===== config.mk =====
export PLATFORM = sky130hd
export DESIGN_NAME = pci_multi
export DESIGN_NICKNAME = d
export VERILOG_FILES = /design/src/pci_multi_pkg.sv /design/src/pci_bus_merge.sv /design/src/pci_bus_sampler.sv /design/src/pci_func_target.sv /design/src/pci_multi.sv
export SDC_FILE = /design/constraint.sdc
export NUM_CORES = 1
export LEC_CHECK = 0
export BUFFER_PORTS_ARGS = -buffer_cell sky130_fd_sc_hd__buf_2
export CELL_PAD_IN_SITES_DETAIL_PLACEMENT = 0
export CELL_PAD_IN_SITES_GLOBAL_PLACEMENT = 1
export CORE_UTILIZATION = 55
export CTS_CLUSTER_SIZE = 8
export DETAILED_ROUTE_END_ITERATION = 10
export HOLD_SLACK_MARGIN = 0.03
export PLACE_DENSITY_LB_ADDON = 0.12
export SLEW_MARGIN = 0
export SYNTH_ARGS = -nofsm -noshare
export SYNTH_HDL_FRONTEND = slang
export SYNTH_SLANG_ARGS = --single-unit
export TNS_END_PERCENT = 1

===== constraint.sdc =====
create_clock -name clk_i -period 5.33 [get_ports clk_i]
set_input_delay 0.533 -clock clk_i [delete_from_list [all_inputs] [get_ports clk_i]]
set_output_delay 0.533 -clock clk_i [all_outputs]
set_load 0.005 [all_outputs]

===== src/pci_multi_pkg.sv =====
package pci_multi_pkg;

	// bus commands decoded by the targets, taken from C/BE# in the address phase.
	typedef enum logic [3:0] {
		CMD_MEM_READ = 4'b0110,
		CMD_MEM_WRITE = 4'b0111,
		CMD_CFG_READ = 4'b1010,
		CMD_CFG_WRITE = 4'b1011
	} pci_cmd_e;

	// configuration dword numbers
	localparam logic [5:0] CFG_REG_ID = 6'd0; // device id and vendor id.
	localparam logic [5:0] CFG_REG_CMD = 6'd1; // command, status reads zero.
	localparam logic [5:0] CFG_REG_BAR0 = 6'd4; // 16-byte memory window.

	localparam int CMD_MEM_EN_BIT = 1;

	typedef struct packed {
		logic [20:0] rsvd;
		logic [2:0] func_num;
		logic [5:0] reg_num;
		logic [1:0] cfg_type; // 00 for type-0 accesses.
	} cfg_addr_t;

	typedef struct packed {
		logic [27:0] base;
		logic [1:0] reg_idx;
		logic [1:0] low;
	} mem_addr_t;

	// one AD word, read as either kind of address.
	typedef union packed {
		cfg_addr_t cfg;
		mem_addr_t mem;
	} pci_addr_u;

	typedef struct packed {
		logic valid; // pulses for one cycle per address phase.
		pci_cmd_e cmd;
		logic idsel;
		pci_addr_u addr;
	} addr_phase_t;

	typedef struct packed {
		logic irdy;
		logic last; // frame already released.
		logic [3:0] be;
		logic [31:0] wdata;
	} data_phase_t;

	typedef struct packed {
		logic claim;
		logic ready;
		logic ad_oe;
		logic [31:0] ad;
	} func_drive_t;

endpackage


===== src/pci_bus_merge.sv =====
`timescale 1ns/1ns

module pci_bus_merge #(
	parameter int NUM_FUNC = 3
) (
	input logic clk_i,
	input logic arst_n_i,
	input pci_multi_pkg::func_drive_t drive_i [NUM_FUNC],
	input logic [3:0] cbe_n_i,
	output logic [31:0] ad_o,
	output logic ad_oe_o,
	output logic devsel_n_o,
	output logic trdy_n_o,
	output logic par_o,
	output logic par_oe_o
);

	pci_multi_pkg::func_drive_t sel;
	logic any_claim;

	// walk down so the lowest claiming index is the one left in sel.
	always_comb
	begin
		sel = '0;
		any_claim = 1'b0;
		for (int i = NUM_FUNC - 1; i >= 0; i--)
		begin
			if (drive_i[i].claim)
				sel = drive_i[i];
			any_claim = any_claim | drive_i[i].claim;
		end
	end

	assign ad_o = sel.ad;
	assign ad_oe_o = sel.ad_oe;
	assign trdy_n_o = !sel.ready;
	assign devsel_n_o = !any_claim;

	// parity covers ad and c/be of the previous clock.
	always_ff @(posedge clk_i or negedge arst_n_i)
	begin
		if (!arst_n_i)
		begin
			par_o <= 1'b0;
			par_oe_o <= 1'b0;
		end
		else
		begin
			par_o <= ^{ad_o, cbe_n_i};
			par_oe_o <= ad_oe_o;
		end
	end

endmodule


===== src/pci_bus_sampler.sv =====
`timescale 1ns/1ns

module pci_bus_sampler (
	input logic clk_i,
	input logic arst_n_i,
	input logic frame_n_i,
	input logic irdy_n_i,
	input logic idsel_i,
	input logic [3:0] cbe_n_i,
	input logic [31:0] ad_i,
	output pci_multi_pkg::addr_phase_t addr_o,
	output pci_multi_pkg::data_phase_t data_o
);

	logic frame_n_q;
	logic new_addr;
	logic addr_valid_q;
	pci_multi_pkg::pci_cmd_e addr_cmd_q;
	logic addr_idsel_q;
	pci_multi_pkg::pci_addr_u addr_word_q;
	logic irdy_q;
	logic last_q;
	logic [3:0] be_q;
	logic [31:0] wdata_q;

	assign new_addr = !frame_n_i && frame_n_q; // frame falling edge.

	always_ff @(posedge clk_i or negedge arst_n_i)
	begin
		if (!arst_n_i)
		begin
			frame_n_q <= 1'b1;
			addr_valid_q <= 1'b0;
			irdy_q <= 1'b0;
			last_q <= 1'b1;
		end
		else
		begin
			frame_n_q <= frame_n_i;
			addr_valid_q <= new_addr;
			irdy_q <= !irdy_n_i;
			last_q <= frame_n_i;
		end
	end

	// address fields stay put until the next address phase.
	always_ff @(posedge clk_i)
	begin
		if (new_addr)
		begin
			addr_cmd_q <= pci_multi_pkg::pci_cmd_e'(cbe_n_i);
			addr_idsel_q <= idsel_i;
			addr_word_q <= ad_i;
		end
	end

	always_ff @(posedge clk_i)
	begin
		be_q <= ~cbe_n_i;
		wdata_q <= ad_i;
	end

	always_comb
	begin
		addr_o.valid = addr_valid_q;
		addr_o.cmd = addr_cmd_q;
		addr_o.idsel = addr_idsel_q;
		addr_o.addr = addr_word_q;
	end

	always_comb
	begin
		data_o.irdy = irdy_q;
		data_o.last = last_q;
		data_o.be = be_q;
		data_o.wdata = wdata_q;
	end

endmodule


===== src/pci_func_target.sv =====
`timescale 1ns/1ns

module pci_func_target #(
	parameter logic [15:0] VENDOR_ID = 16'h1234,
	parameter logic [15:0] DEVICE_ID_BASE = 16'h0100,
	parameter int FUNC_NUM = 0
) (
	input logic clk_i,
	input logic arst_n_i,
	input pci_multi_pkg::addr_phase_t addr_i,
	input pci_multi_pkg::data_phase_t data_i,
	output pci_multi_pkg::func_drive_t drive_o
);

	localparam logic [15:0] DEVICE_ID = DEVICE_ID_BASE + 16'(FUNC_NUM);

	typedef enum logic [1:0] {
		ST_IDLE,
		ST_CLAIMED,
		ST_DONE
	} state_e;

	state_e state_q;
	logic armed_q;
	logic [15:0] cmd_q;
	logic [27:0] bar_q;
	logic [31:0] mem_q [4];
	logic [31:0] rdata_q;
	logic is_cfg;
	logic is_mem;
	logic is_write;
	logic cfg_hit;
	logic mem_hit;
	logic done_now;
	logic active;
	logic [31:0] cfg_rdata;
	logic [31:0] rdata;
	logic [31:0] cmd_wr;
	logic [31:0] bar_wr;
	logic [31:0] mem_wr;

	function automatic logic [31:0] be_merge(
		input logic [31:0] old_val,
		input logic [31:0] new_val,
		input logic [3:0] be
	);
		logic [31:0] res;
		res = old_val;
		for (int b = 0; b < 4; b++)
		begin
			if (be[b])
				res[b*8 +: 8] = new_val[b*8 +: 8];
		end
		return res;
	endfunction

	always_comb
	begin
		is_cfg = (addr_i.cmd == pci_multi_pkg::CMD_CFG_READ) ||
			(addr_i.cmd == pci_multi_pkg::CMD_CFG_WRITE);
		is_mem = (addr_i.cmd == pci_multi_pkg::CMD_MEM_READ) ||
			(addr_i.cmd == pci_multi_pkg::CMD_MEM_WRITE);
		is_write = (addr_i.cmd == pci_multi_pkg::CMD_CFG_WRITE) ||
			(addr_i.cmd == pci_multi_pkg::CMD_MEM_WRITE);
		cfg_hit = is_cfg && addr_i.idsel && (addr_i.addr.cfg.cfg_type == 2'b00) &&
			(addr_i.addr.cfg.func_num == 3'(FUNC_NUM));
		mem_hit = is_mem && cmd_q[pci_multi_pkg::CMD_MEM_EN_BIT] &&
			(addr_i.addr.mem.base == bar_q);
	end

	always_comb
	begin
		case (addr_i.addr.cfg.reg_num)
			pci_multi_pkg::CFG_REG_ID: cfg_rdata = {DEVICE_ID, VENDOR_ID};
			pci_multi_pkg::CFG_REG_CMD: cfg_rdata = {16'h0000, cmd_q};
			pci_multi_pkg::CFG_REG_BAR0: cfg_rdata = {bar_q, 4'h0};
			default: cfg_rdata = 32'h0;
		endcase
		rdata = is_cfg ? cfg_rdata : mem_q[addr_i.addr.mem.reg_idx];
	end

	// merged write values under the byte enables of the data phase.
	always_comb
	begin
		cmd_wr = be_merge({16'h0000, cmd_q}, data_i.wdata, data_i.be);
		bar_wr = be_merge({bar_q, 4'h0}, data_i.wdata, data_i.be);
		mem_wr = be_merge(mem_q[addr_i.addr.mem.reg_idx], data_i.wdata, data_i.be);
	end

	// data_i lags the bus by one cycle, so the sampled irdy only counts once trdy
	// was already low at that edge. the drive drops as soon as it shows up.
	assign done_now = (state_q == ST_CLAIMED) && armed_q && data_i.irdy && data_i.last;
	assign active = (state_q == ST_CLAIMED) && !done_now;

	always_comb
	begin
		drive_o.claim = active;
		drive_o.ready = active;
		drive_o.ad_oe = active && !is_write;
		drive_o.ad = rdata_q;
	end

	always_ff @(posedge clk_i or negedge arst_n_i)
	begin
		if (!arst_n_i)
		begin
			state_q <= ST_IDLE;
			armed_q <= 1'b0;
			cmd_q <= 16'h0000;
			bar_q <= 28'h0;
			for (int r = 0; r < 4; r++)
				mem_q[r] <= 32'h0;
		end
		else
		begin
			armed_q <= (state_q == ST_CLAIMED); // trdy was low at this edge.
			case (state_q)
				ST_IDLE:
				begin
					if (addr_i.valid && (cfg_hit || mem_hit))
						state_q <= ST_CLAIMED;
				end
				ST_CLAIMED:
				begin
					if (done_now)
					begin
						state_q <= ST_DONE;
						if (is_write && is_cfg)
						begin
							if (addr_i.addr.cfg.reg_num == pci_multi_pkg::CFG_REG_CMD)
								cmd_q <= cmd_wr[15:0];
							else if (addr_i.addr.cfg.reg_num == pci_multi_pkg::CFG_REG_BAR0)
								bar_q <= bar_wr[31:4];
						end
						else if (is_write)
							mem_q[addr_i.addr.mem.reg_idx] <= mem_wr;
					end
				end
				default: state_q <= ST_IDLE;
			endcase
		end
	end

	always_ff @(posedge clk_i)
	begin
		if (addr_i.valid)
			rdata_q <= rdata; // held for the whole data phase.
	end

endmodule


===== src/pci_multi.sv =====
`timescale 1ns/1ns

module pci_multi #(
	parameter int NUM_FUNC = 3,
	parameter logic [15:0] VENDOR_ID = 16'h1234,
	parameter logic [15:0] DEVICE_ID_BASE = 16'h0100
) (
	input logic clk_i,
	input logic arst_n_i,
	input logic frame_n_i,
	input logic irdy_n_i,
	input logic idsel_i,
	input logic [3:0] cbe_n_i,
	input logic [31:0] ad_i,
	output logic [31:0] ad_o,
	output logic ad_oe_o,
	output logic devsel_n_o,
	output logic trdy_n_o,
	output logic par_o,
	output logic par_oe_o
);

	pci_multi_pkg::addr_phase_t addr_phase;
	pci_multi_pkg::data_phase_t data_phase;
	pci_multi_pkg::func_drive_t func_drive [NUM_FUNC];

	pci_bus_sampler u_sampler (
		.clk_i(clk_i),
		.arst_n_i(arst_n_i),
		.frame_n_i(frame_n_i),
		.irdy_n_i(irdy_n_i),
		.idsel_i(idsel_i),
		.cbe_n_i(cbe_n_i),
		.ad_i(ad_i),
		.addr_o(addr_phase),
		.data_o(data_phase)
	);

	for (genvar g = 0; g < NUM_FUNC; g++)
	begin : g_func
		pci_func_target #(
			.VENDOR_ID(VENDOR_ID),
			.DEVICE_ID_BASE(DEVICE_ID_BASE),
			.FUNC_NUM(g)
		) u_func (
			.clk_i(clk_i),
			.arst_n_i(arst_n_i),
			.addr_i(addr_phase),
			.data_i(data_phase),
			.drive_o(func_drive[g])
		);
	end

	pci_bus_merge #(
		.NUM_FUNC(NUM_FUNC)
	) u_merge (
		.clk_i(clk_i),
		.arst_n_i(arst_n_i),
		.drive_i(func_drive),
		.cbe_n_i(cbe_n_i),
		.ad_o(ad_o),
		.ad_oe_o(ad_oe_o),
		.devsel_n_o(devsel_n_o),
		.trdy_n_o(trdy_n_o),
		.par_o(par_o),
		.par_oe_o(par_oe_o)
	);

endmodule


==> results of run 1 <==
[repair_timing]
action                     4_1_cts  5_1_grt
hold endpoints to repair        97        1
setup endpoints to repair        0        0
hold buffers                    17        1
[through the flow]
stage	instance area (um2)	util (%)
after floorplan	30640	-
after global placement	31760	57.65
after detailed placement	31760	57.65
after CTS	34700	62.99
after global routing	34710	63.01
final	34710	63.01
[sequential cells by signal, indices dropped and copies added, names as in the netlist]
register	count
g_func.u_func.rdata_q	96
u_sampler.addr_word_q	32
u_sampler.wdata_q	32
u_sampler.addr_idsel_q	1
u_sampler.irdy_q	1
u_sampler.addr_valid_q	1
g_func.u_func.mem_q	384
u_merge.par_o	1
u_merge.par_oe_o	1
g_func.u_func.cmd_q	48
u_sampler.addr_cmd_q	4
g_func.u_func.state_q	6
u_sampler.be_q	4
g_func.u_func.armed_q	3
u_sampler.frame_n_q	1
g_func.u_func.bar_q	84
[how the worst min path moves through the flow]
| stage | cells after the start | slack, ps | startpoint | end |
|---|---|---|---|---|
| after floorplan | 0 | 240 | arst_n_i | g_func[0].u_func.armed_q |
| after global placement | 2 | 460 | g_func[1].u_func.mem_q[114] | g_func[1].u_func.mem_q[114] |
| after detailed placement | 2 | 470 | g_func[1].u_func.mem_q[115] | g_func[1].u_func.mem_q[115] |
| after CTS | 1 | 30 | ad_i[28] | u_sampler.wdata_q[28] |
| after global routing | 1 | 30 | ad_i[11] | u_sampler.wdata_q[11] |
| final | 1 | 60 | ad_i[11] | u_sampler.wdata_q[11] |
[final cells by class]
type | count | area, um2 | share of cell area, %
Timing Repair Buffer | 134 | 980.9 | 2.826
Sequential cell | 699 | 17990 | 51.82
Multi-Input combinational cell | 1727 | 11950 | 34.42
Clock buffer | 168 | 2736 | 7.883
Tap cell | 748 | 935.9 | 2.696
Clock inverter | 4 | 33.78 | 0.09732
Inverter | 24 | 90.09 | 0.2595
[cell usage after synthesis, types with 3 or more instances]
| library cell | n |
|---|---|
| dfrtp_1 | 529 |
| nor2_1 | 409 |
| a21oi_1 | 356 |
| nand2_1 | 204 |
| edfxtp_1 | 133 |
| mux2_2 | 127 |
| clkbuf_1 | 125 |
| mux2i_1 | 96 |
| mux4_2 | 96 |
| xnor2_1 | 95 |
| o21ai_0 | 77 |
| nand3_1 | 65 |
| buf_1 | 36 |
| dfxtp_1 | 36 |
| a221oi_1 | 24 |
| inv_1 | 23 |
| xor2_1 | 22 |
| nand4_1 | 20 |
| o2111ai_1 | 20 |
| a32oi_1 | 16 |
| buf_2 | 14 |
| a22oi_1 | 13 |
| a2bb2oi_2 | 12 |
| nor3_1 | 8 |
| nor4_1 | 7 |
| nand2_2 | 6 |
| o31ai_1 | 6 |
| mux2_1 | 5 |
| nand2b_1 | 5 |
| nor2_2 | 5 |
| a2bb2oi_1 | 4 |
| a31oi_1 | 4 |
| or3_1 | 4 |
| a21oi_2 | 3 |
| buf_4 | 3 |
| o21ai_1 | 3 |
[power breakdown]
| group | internal [W] | switching, W | leakage, nW | total (W) |
|---|---|---|---|---|
| registers | 0.00551 | 0.0000975 | 9.05 | 0.00560 |
| clock network | 0.00343 | 0.00223 | 1.32 | 0.00566 |
| logic | 0.000159 | 0.000326 | 5.18 | 0.000485 |
| total | 0.00910 | 0.00265 | 15.5 | 0.0118 |
[kinds of logic (layout without fill, tap and decap cells)]
| kind of cell | count (synthesis) | after routing | share of synthesized area, % |
|---|---|---|---|
| mux | 324 | 324 | 15.04 |
| simple gates | 743 | 743 | 9.931 |
| xor+xnor | 118 | 118 | 3.418 |
| buf+inv | 204 | 330 | 2.642 |
| compound gates | 542 | 542 | 10.29 |
| flops | 699 | 699 | 58.67 |
[layout by cell type (no fill, tap or decap), types with 6 or more instances in the layout]
cell / instances
nand2_2: 6
nor4_1: 7
xnor2_1: 95
clkbuf_16: 99
o21ai_0: 77
mux4_2: 96
mux2_2: 127
nor2_1: 400
nor2_4: 10
a21oi_1: 356
xor2_1: 22
buf_2: 76
a221oi_1: 24
edfxtp_1: 133
nand4_1: 20
a32oi_1: 16
buf_12: 9
buf_4: 30
dfrtp_1: 528
nand2_1: 204
a22oi_1: 13
dfxtp_1: 32
o31ai_1: 6
dlygate4sd3_1: 18
o2111ai_1: 20
inv_1: 23
nor3_1: 7
a2bb2oi_2: 12
clkbuf_1: 69
mux2i_1: 96
nand3_1: 65
[metal layers]
| layer | GRT usage [%] | part of all wire, % |
|---|---|---|
| met1 | 45.08 | 42 |
| met2 | 51.63 | 47 |
| met3 | 5.831 | 7.0 |
| met4 | 14.49 | 4.5 |
| met5 | 0 | 0.012 |
==> results.py, run 1 <==
metrics = {
    "routing": {
        "drc": 0,
        "initialDrtViolationCount": 2095,
        "first_pass_iters": 5,
        "wl_um": 90050,
        "routedWlPerCell_um": 25.70,
        "ant_nets": 0,
        "viasPerCell": 6.120,
        "vias": 21440,
    },
    "sta": {
        "fmax_mhz": 241.5,
        "setup_viol": 0,
        "fin_ws_ps": 1190,
        "rsz0062_at_grt": "no",
        "fin_crit_sh_pct": 77.67,
        "final-hold-violation-count": 0,
        "setup_tns_ps": 0,
        "min_period_ps": 4140,
        "hold_slack_ps": 58.98,
        "fin_skew_ps": 25.02,
        "final-max-slew-violation-count": 0,
        "slew_headroom_pct": 12.69,
        "worstMarginPinSlew_ps": 1307,
    },
    "synth": {
        "synth_seq_cells": 699,
        "synth_top_cell_by_area": "dfrtp_1",
        "ys_seq_area_share_pct": 58.67,
        "yosysUniqueCellTypes": 53,
        "synth_edf_count": 133,
        "yosys_warnings": 0,
        "netlist.area_leader.share_pct": 43.20,
        "synth_area_mm2": 0.03064,
        "async_flop_share_pct": 75.82,
        "synthCells": 2630,
        "synth_ff_type": "dfrtp_1",
        "syn_avg_cell_area_um2": 11.65,
        "syn_nets": 2671,
        "ys_top_cells_by_area": "dfrtp_1 43%, edfxtp_1 13%, mux4_2 7.1%",
    },
    "layout": {
        "antennaDiodeCount": 0,
        "areaGrowthSynthToFinish_pct": 13.29,
        "nets": 2724,
        "drive_gt1_share_pct": 17.96,
        "fillers": 4393,
        "final_cells": 3504,
    },
    "status": {
        "status": "completed",
    },
    "placement": {
        "gp_congestion": 0.9320,
        "port_buffers": 77,
        "place_ws_ps": 1472,
        "hpwlAfterDp_um": 58460,
        "placedCellCount": 3314,
    },
    "worst_setup_path": {
        "endpoint_kind": "primary output",
        "crit_chain": "nand2b_1, buf_4, inv_1, a211oi_2, a22oi_1, a21oi_1, buf_2",
        "reg2reg_from": "g_func[1].u_func.state_q[0]",
        "r2r-end": "u_merge.par_o",
        "crit_fanout": 22,
        "start_kind": "register",
        "cp_slowest_cell": "a211oi_2",
        "crit_end": "ad_o[22]",
        "slowest_delay_ps": 1050,
        "worstPathRequired_ps": 4800,
        "cp_num_buf_inv": 3,
        "crit_arrival_ps": 3610,
        "reg2reg_setup_slack_ps": 1290,
        "critical-path-top-delay-family": "compound AO/OA/AOI/OAI gates",
        "ff2ff_path_depth": 10,
        "critical_path_class": "register to primary output",
        "cp.depth": 7,
        "crit_start": "g_func[1].u_func.state_q[0]",
    },
    "floorplan": {
        "num_rows": 86,
        "fp.dieArea_mm2": 0.05666,
        "fp.dieH_um": 238.0,
        "placeableCoreArea_mm2": 0.05509,
        "die_width_um": 238.0,
        "io_pins": 78,
        "initial_core_util_pct": 55.62,
    },
    "clocking": {
        "post_cts_resized": 0,
        "clkLatencyLatePin_ps": 640,
        "cts.sinks": 699,
        "post_cts.repair.setup_buffers": 0,
        "clk_pin_slew_ps": 50,
        "htreeDepth": 3,
        "clock_path_buffers": 3,
        "root_buffer": "clkbuf_16",
        "tritoncts": "built",
        "numCtsBuffers": 97,
    },
    "global_route": {
        "antenna_found_initial": 1,
        "grt_pass1_wl_um": 137700,
        "grt.overflow.total": 0,
        "grt_usage_pct": 32.83,
        "grt_max_degree": 131,
        "grt_pass1_vias": 21790,
    },
    "power_and_ir_drop": {
        "power_density_mw_per_mm2": 338.5,
        "power_w": 0.01175,
        "ir_drop_v": 0.0002982,
        "p_leak_nw": 15.55,
    },
    "flow_run": {
        "drv_cap": 0,
    },
    "worst_hold_path": {
        "min_path_type": "primary input to register",
    },
}
Note: power is estimated with default switching activity, not from simulation.
==> run 2: changes to the inputs <==
Settings changed: CORE_UTILIZATION 55 to 51.
Clock period 5.33 ns to 3.9 ns, I/O delays scaled along.
==> results.py, run 2 (synthesis results as in run 1) <==
metrics = {
    "sta": {
        "fin_ws_ps": 508.8,
        "worstMarginPinSlew_ps": 1069,
        "slew_headroom_pct": 28.73,
        "setup_viol": 0,
        "rsz0062_at_grt": "no",
        "final-max-slew-violation-count": 0,
        "min_period_ps": 3391,
        "fmax_mhz": 294.9,
        "setup_tns_ps": 0,
        "fin_crit_sh_pct": 86.95,
        "fin_skew_ps": 34.32,
        "final-hold-violation-count": 0,
    },
    "power_and_ir_drop": {
        "power_density_mw_per_mm2": 460.6,
        "swShare_pct": 22.61,
        "seqPwrFrac_pct": 47.3,
        "p_leak_nw": 15.76,
        "p_switching_w": 0.003656,
        "p_clk_share_pct": 48.4,
        "p_int_w": 0.01252,
        "ir_drop_v": 0.0003618,
        "combPwrFrac_pct": 4.3,
    },
    "layout": {
        "largest_register_ff_count": 384,
        "layout_commonest_cell": "dfrtp_1",
        "top_register": "g_func.u_func.mem_q",
        "largestRegisters": "g_func.u_func.mem_q x384, g_func.u_func.rdata_q x96, g_func.u_func.bar_q x84",
        "nets": 2767,
        "utilization_pct": 59.26,
        "areaGrowthSynthToFinish_pct": 14.58,
        "final_cells": 3563,
        "fin_area_mm2": 0.03511,
        "drive_gt1_share_pct": 18.50,
        "final_cell_mix": "528 x dfrtp_1, 400 x nor2_1, 356 x a21oi_1",
    },
    "routing": {
        "drc": 20,
        "initialDrtViolationCount": 1970,
        "vias": 21370,
        "first_pass_iters": 8,
        "wl_um": 92130,
        "routedWlPerCell_um": 25.86,
        "ant_nets": 0,
        "viasPerCell": 5.998,
    },
    "worst_setup_path": {
        "critical_path_class": "register to primary output",
        "crit_fanout": 46,
        "reg2reg_setup_slack_ps": 830,
        "endpoint_kind": "primary output",
        "r2r-end": "g_func[1].u_func.mem_q[98]",
        "critical-path-top-delay-family": "simple AND/OR/NAND/NOR gates",
        "ff2ff_path_depth": 8,
        "worstPathRequired_ps": 3510,
        "cp.depth": 6,
        "reg2reg_from": "u_sampler.frame_n_q",
        "crit_end": "ad_oe_o",
        "slowest_delay_ps": 610,
        "crit_chain": "nand3_2, nand2_4, nand2_1, nor2_1, nor2_1, buf_2",
        "cp_slowest_cell": "nand2_4",
        "crit_arrival_ps": 3000,
        "crit_start": "u_sampler.frame_n_q",
        "cp_num_buf_inv": 1,
        "crit_top_cell": "nor2_1",
        "start_kind": "register",
    },
    "global_route": {
        "grt.overflow.total": 0,
        "grt_pass1_wl_um": 139600,
        "antenna_found_initial": 1,
        "grt_pass1_vias": 21510,
        "grt_usage_pct": 31.27,
        "grt_max_degree": 117,
    },
    "placement": {
        "gp_congestion": 0.9446,
        "placedCellCount": 3360,
        "postPlaceCellArea_mm2": 0.03193,
        "port_buffers": 77,
        "place_ws_ps": 855.4,
        "hpwlAfterDp_um": 60710,
    },
    "floorplan": {
        "io_pins": 78,
        "num_rows": 89,
        "die_width_um": 247.1,
        "initial_core_util_pct": 51.72,
        "fp.dieArea_mm2": 0.06107,
        "fp.dieH_um": 247.1,
        "placeableCoreArea_mm2": 0.05924,
    },
    "clocking": {
        "cts.sinks": 699,
        "clk_pin_slew_ps": 50,
        "post_cts_resized": 0,
        "htreeDepth": 3,
        "numCtsBuffers": 97,
        "root_buffer": "clkbuf_16",
        "tritoncts": "built",
        "clkLatencyLatePin_ps": 650,
        "clock_path_buffers": 3,
    },
    "status": {
        "status": "finished with violations",
        "violations": "DRC",
    },
    "flow_run": {
        "drv_cap": 0,
    },
    "worst_hold_path": {
        "min_path_type": "primary input to asynchronous set/reset pin",
    },
}
[run 2: cell types whose count changed in the layout (fill, tap and decap cells not counted)]
cell,before,now
buf_12,9,7
inv_6,3,1
bufinv_16,0,1
diode_2,0,1
clkbuf_16,99,100
clkbuf_1,69,59
dlygate4sd3_1,18,40
clkinv_8,0,1
buf_4,30,53
clkinvlp_4,1,0
[run 2: power groups by stage]
| stage | registers [W] | clock network [W] | logic, W |
|---|---|---|---|
| floorplan | 0.00770 | 0 | 0.000350 |
| global placement | 0.00777 | 0 | 0.000658 |
| detailed placement | 0.00777 | 0 | 0.000670 |
| CTS | 0.00764 | 0.00794 | 0.000703 |
| global route | 0.00764 | 0.00827 | 0.000753 |
| finish | 0.00764 | 0.00783 | 0.000699 |
[run 2: area by class of cell]
| class | instances | area [um2] |
|---|---|---|
| clock inverter | 3 | 55.05 |
| inverter | 24 | 90.09 |
| timing repair buffer | 177 | 1334 |
| tap | 773 | 967.2 |
| antenna | 1 | 2.502 |
| fill | 4894 | 24130 |
| clock buffer | 159 | 2724 |
| multi-input combinational | 1727 | 11950 |
| sequential | 699 | 17990 |
[run 2: how the worst min path moves through the flow]
stage	from	to	slack [ps]	cells past startpoint
after floorplan	arst_n_i	g_func[0].u_func.armed_q	90	0
after CTS	ad_i[0]	u_sampler.wdata_q[0]	380	2
after global placement	arst_n_i	g_func[0].u_func.mem_q[109]	450	1
after global routing	ad_i[10]	u_sampler.wdata_q[10]	400	2
final	arst_n_i	g_func[0].u_func.mem_q[107]	380	2
after detailed placement	arst_n_i	g_func[0].u_func.mem_q[107]	470	1
[run 2: routing by layer]
| metal | share of wire [%] | up-vias | global-route usage [%] |
|---|---|---|---|
| li1 | - | 9535 | - |
| met1 | 42 | 10870 | 43.02 |
| met2 | 48 | 795 | 50.04 |
| met3 | 7.0 | 165 | 5.405 |
| met4 | 3.5 | 2 | 11.07 |
| met5 | 0.0098 | - | 0 |
[run 2: stage by stage]
step                power (W)  hold slack, ps
floorplan            0.008051           94.41
global placement     0.008427           452.0
detailed placement   0.008437           467.0
CTS                   0.01628           378.7
global route          0.01666           399.6
finish                0.01617           384.0
[run 2: repair_timing]
action / in CTS / in global routing
hold endpoints to repair: 146 / 0
hold buffers: 40 / 0
setup buffers: 0 / 0
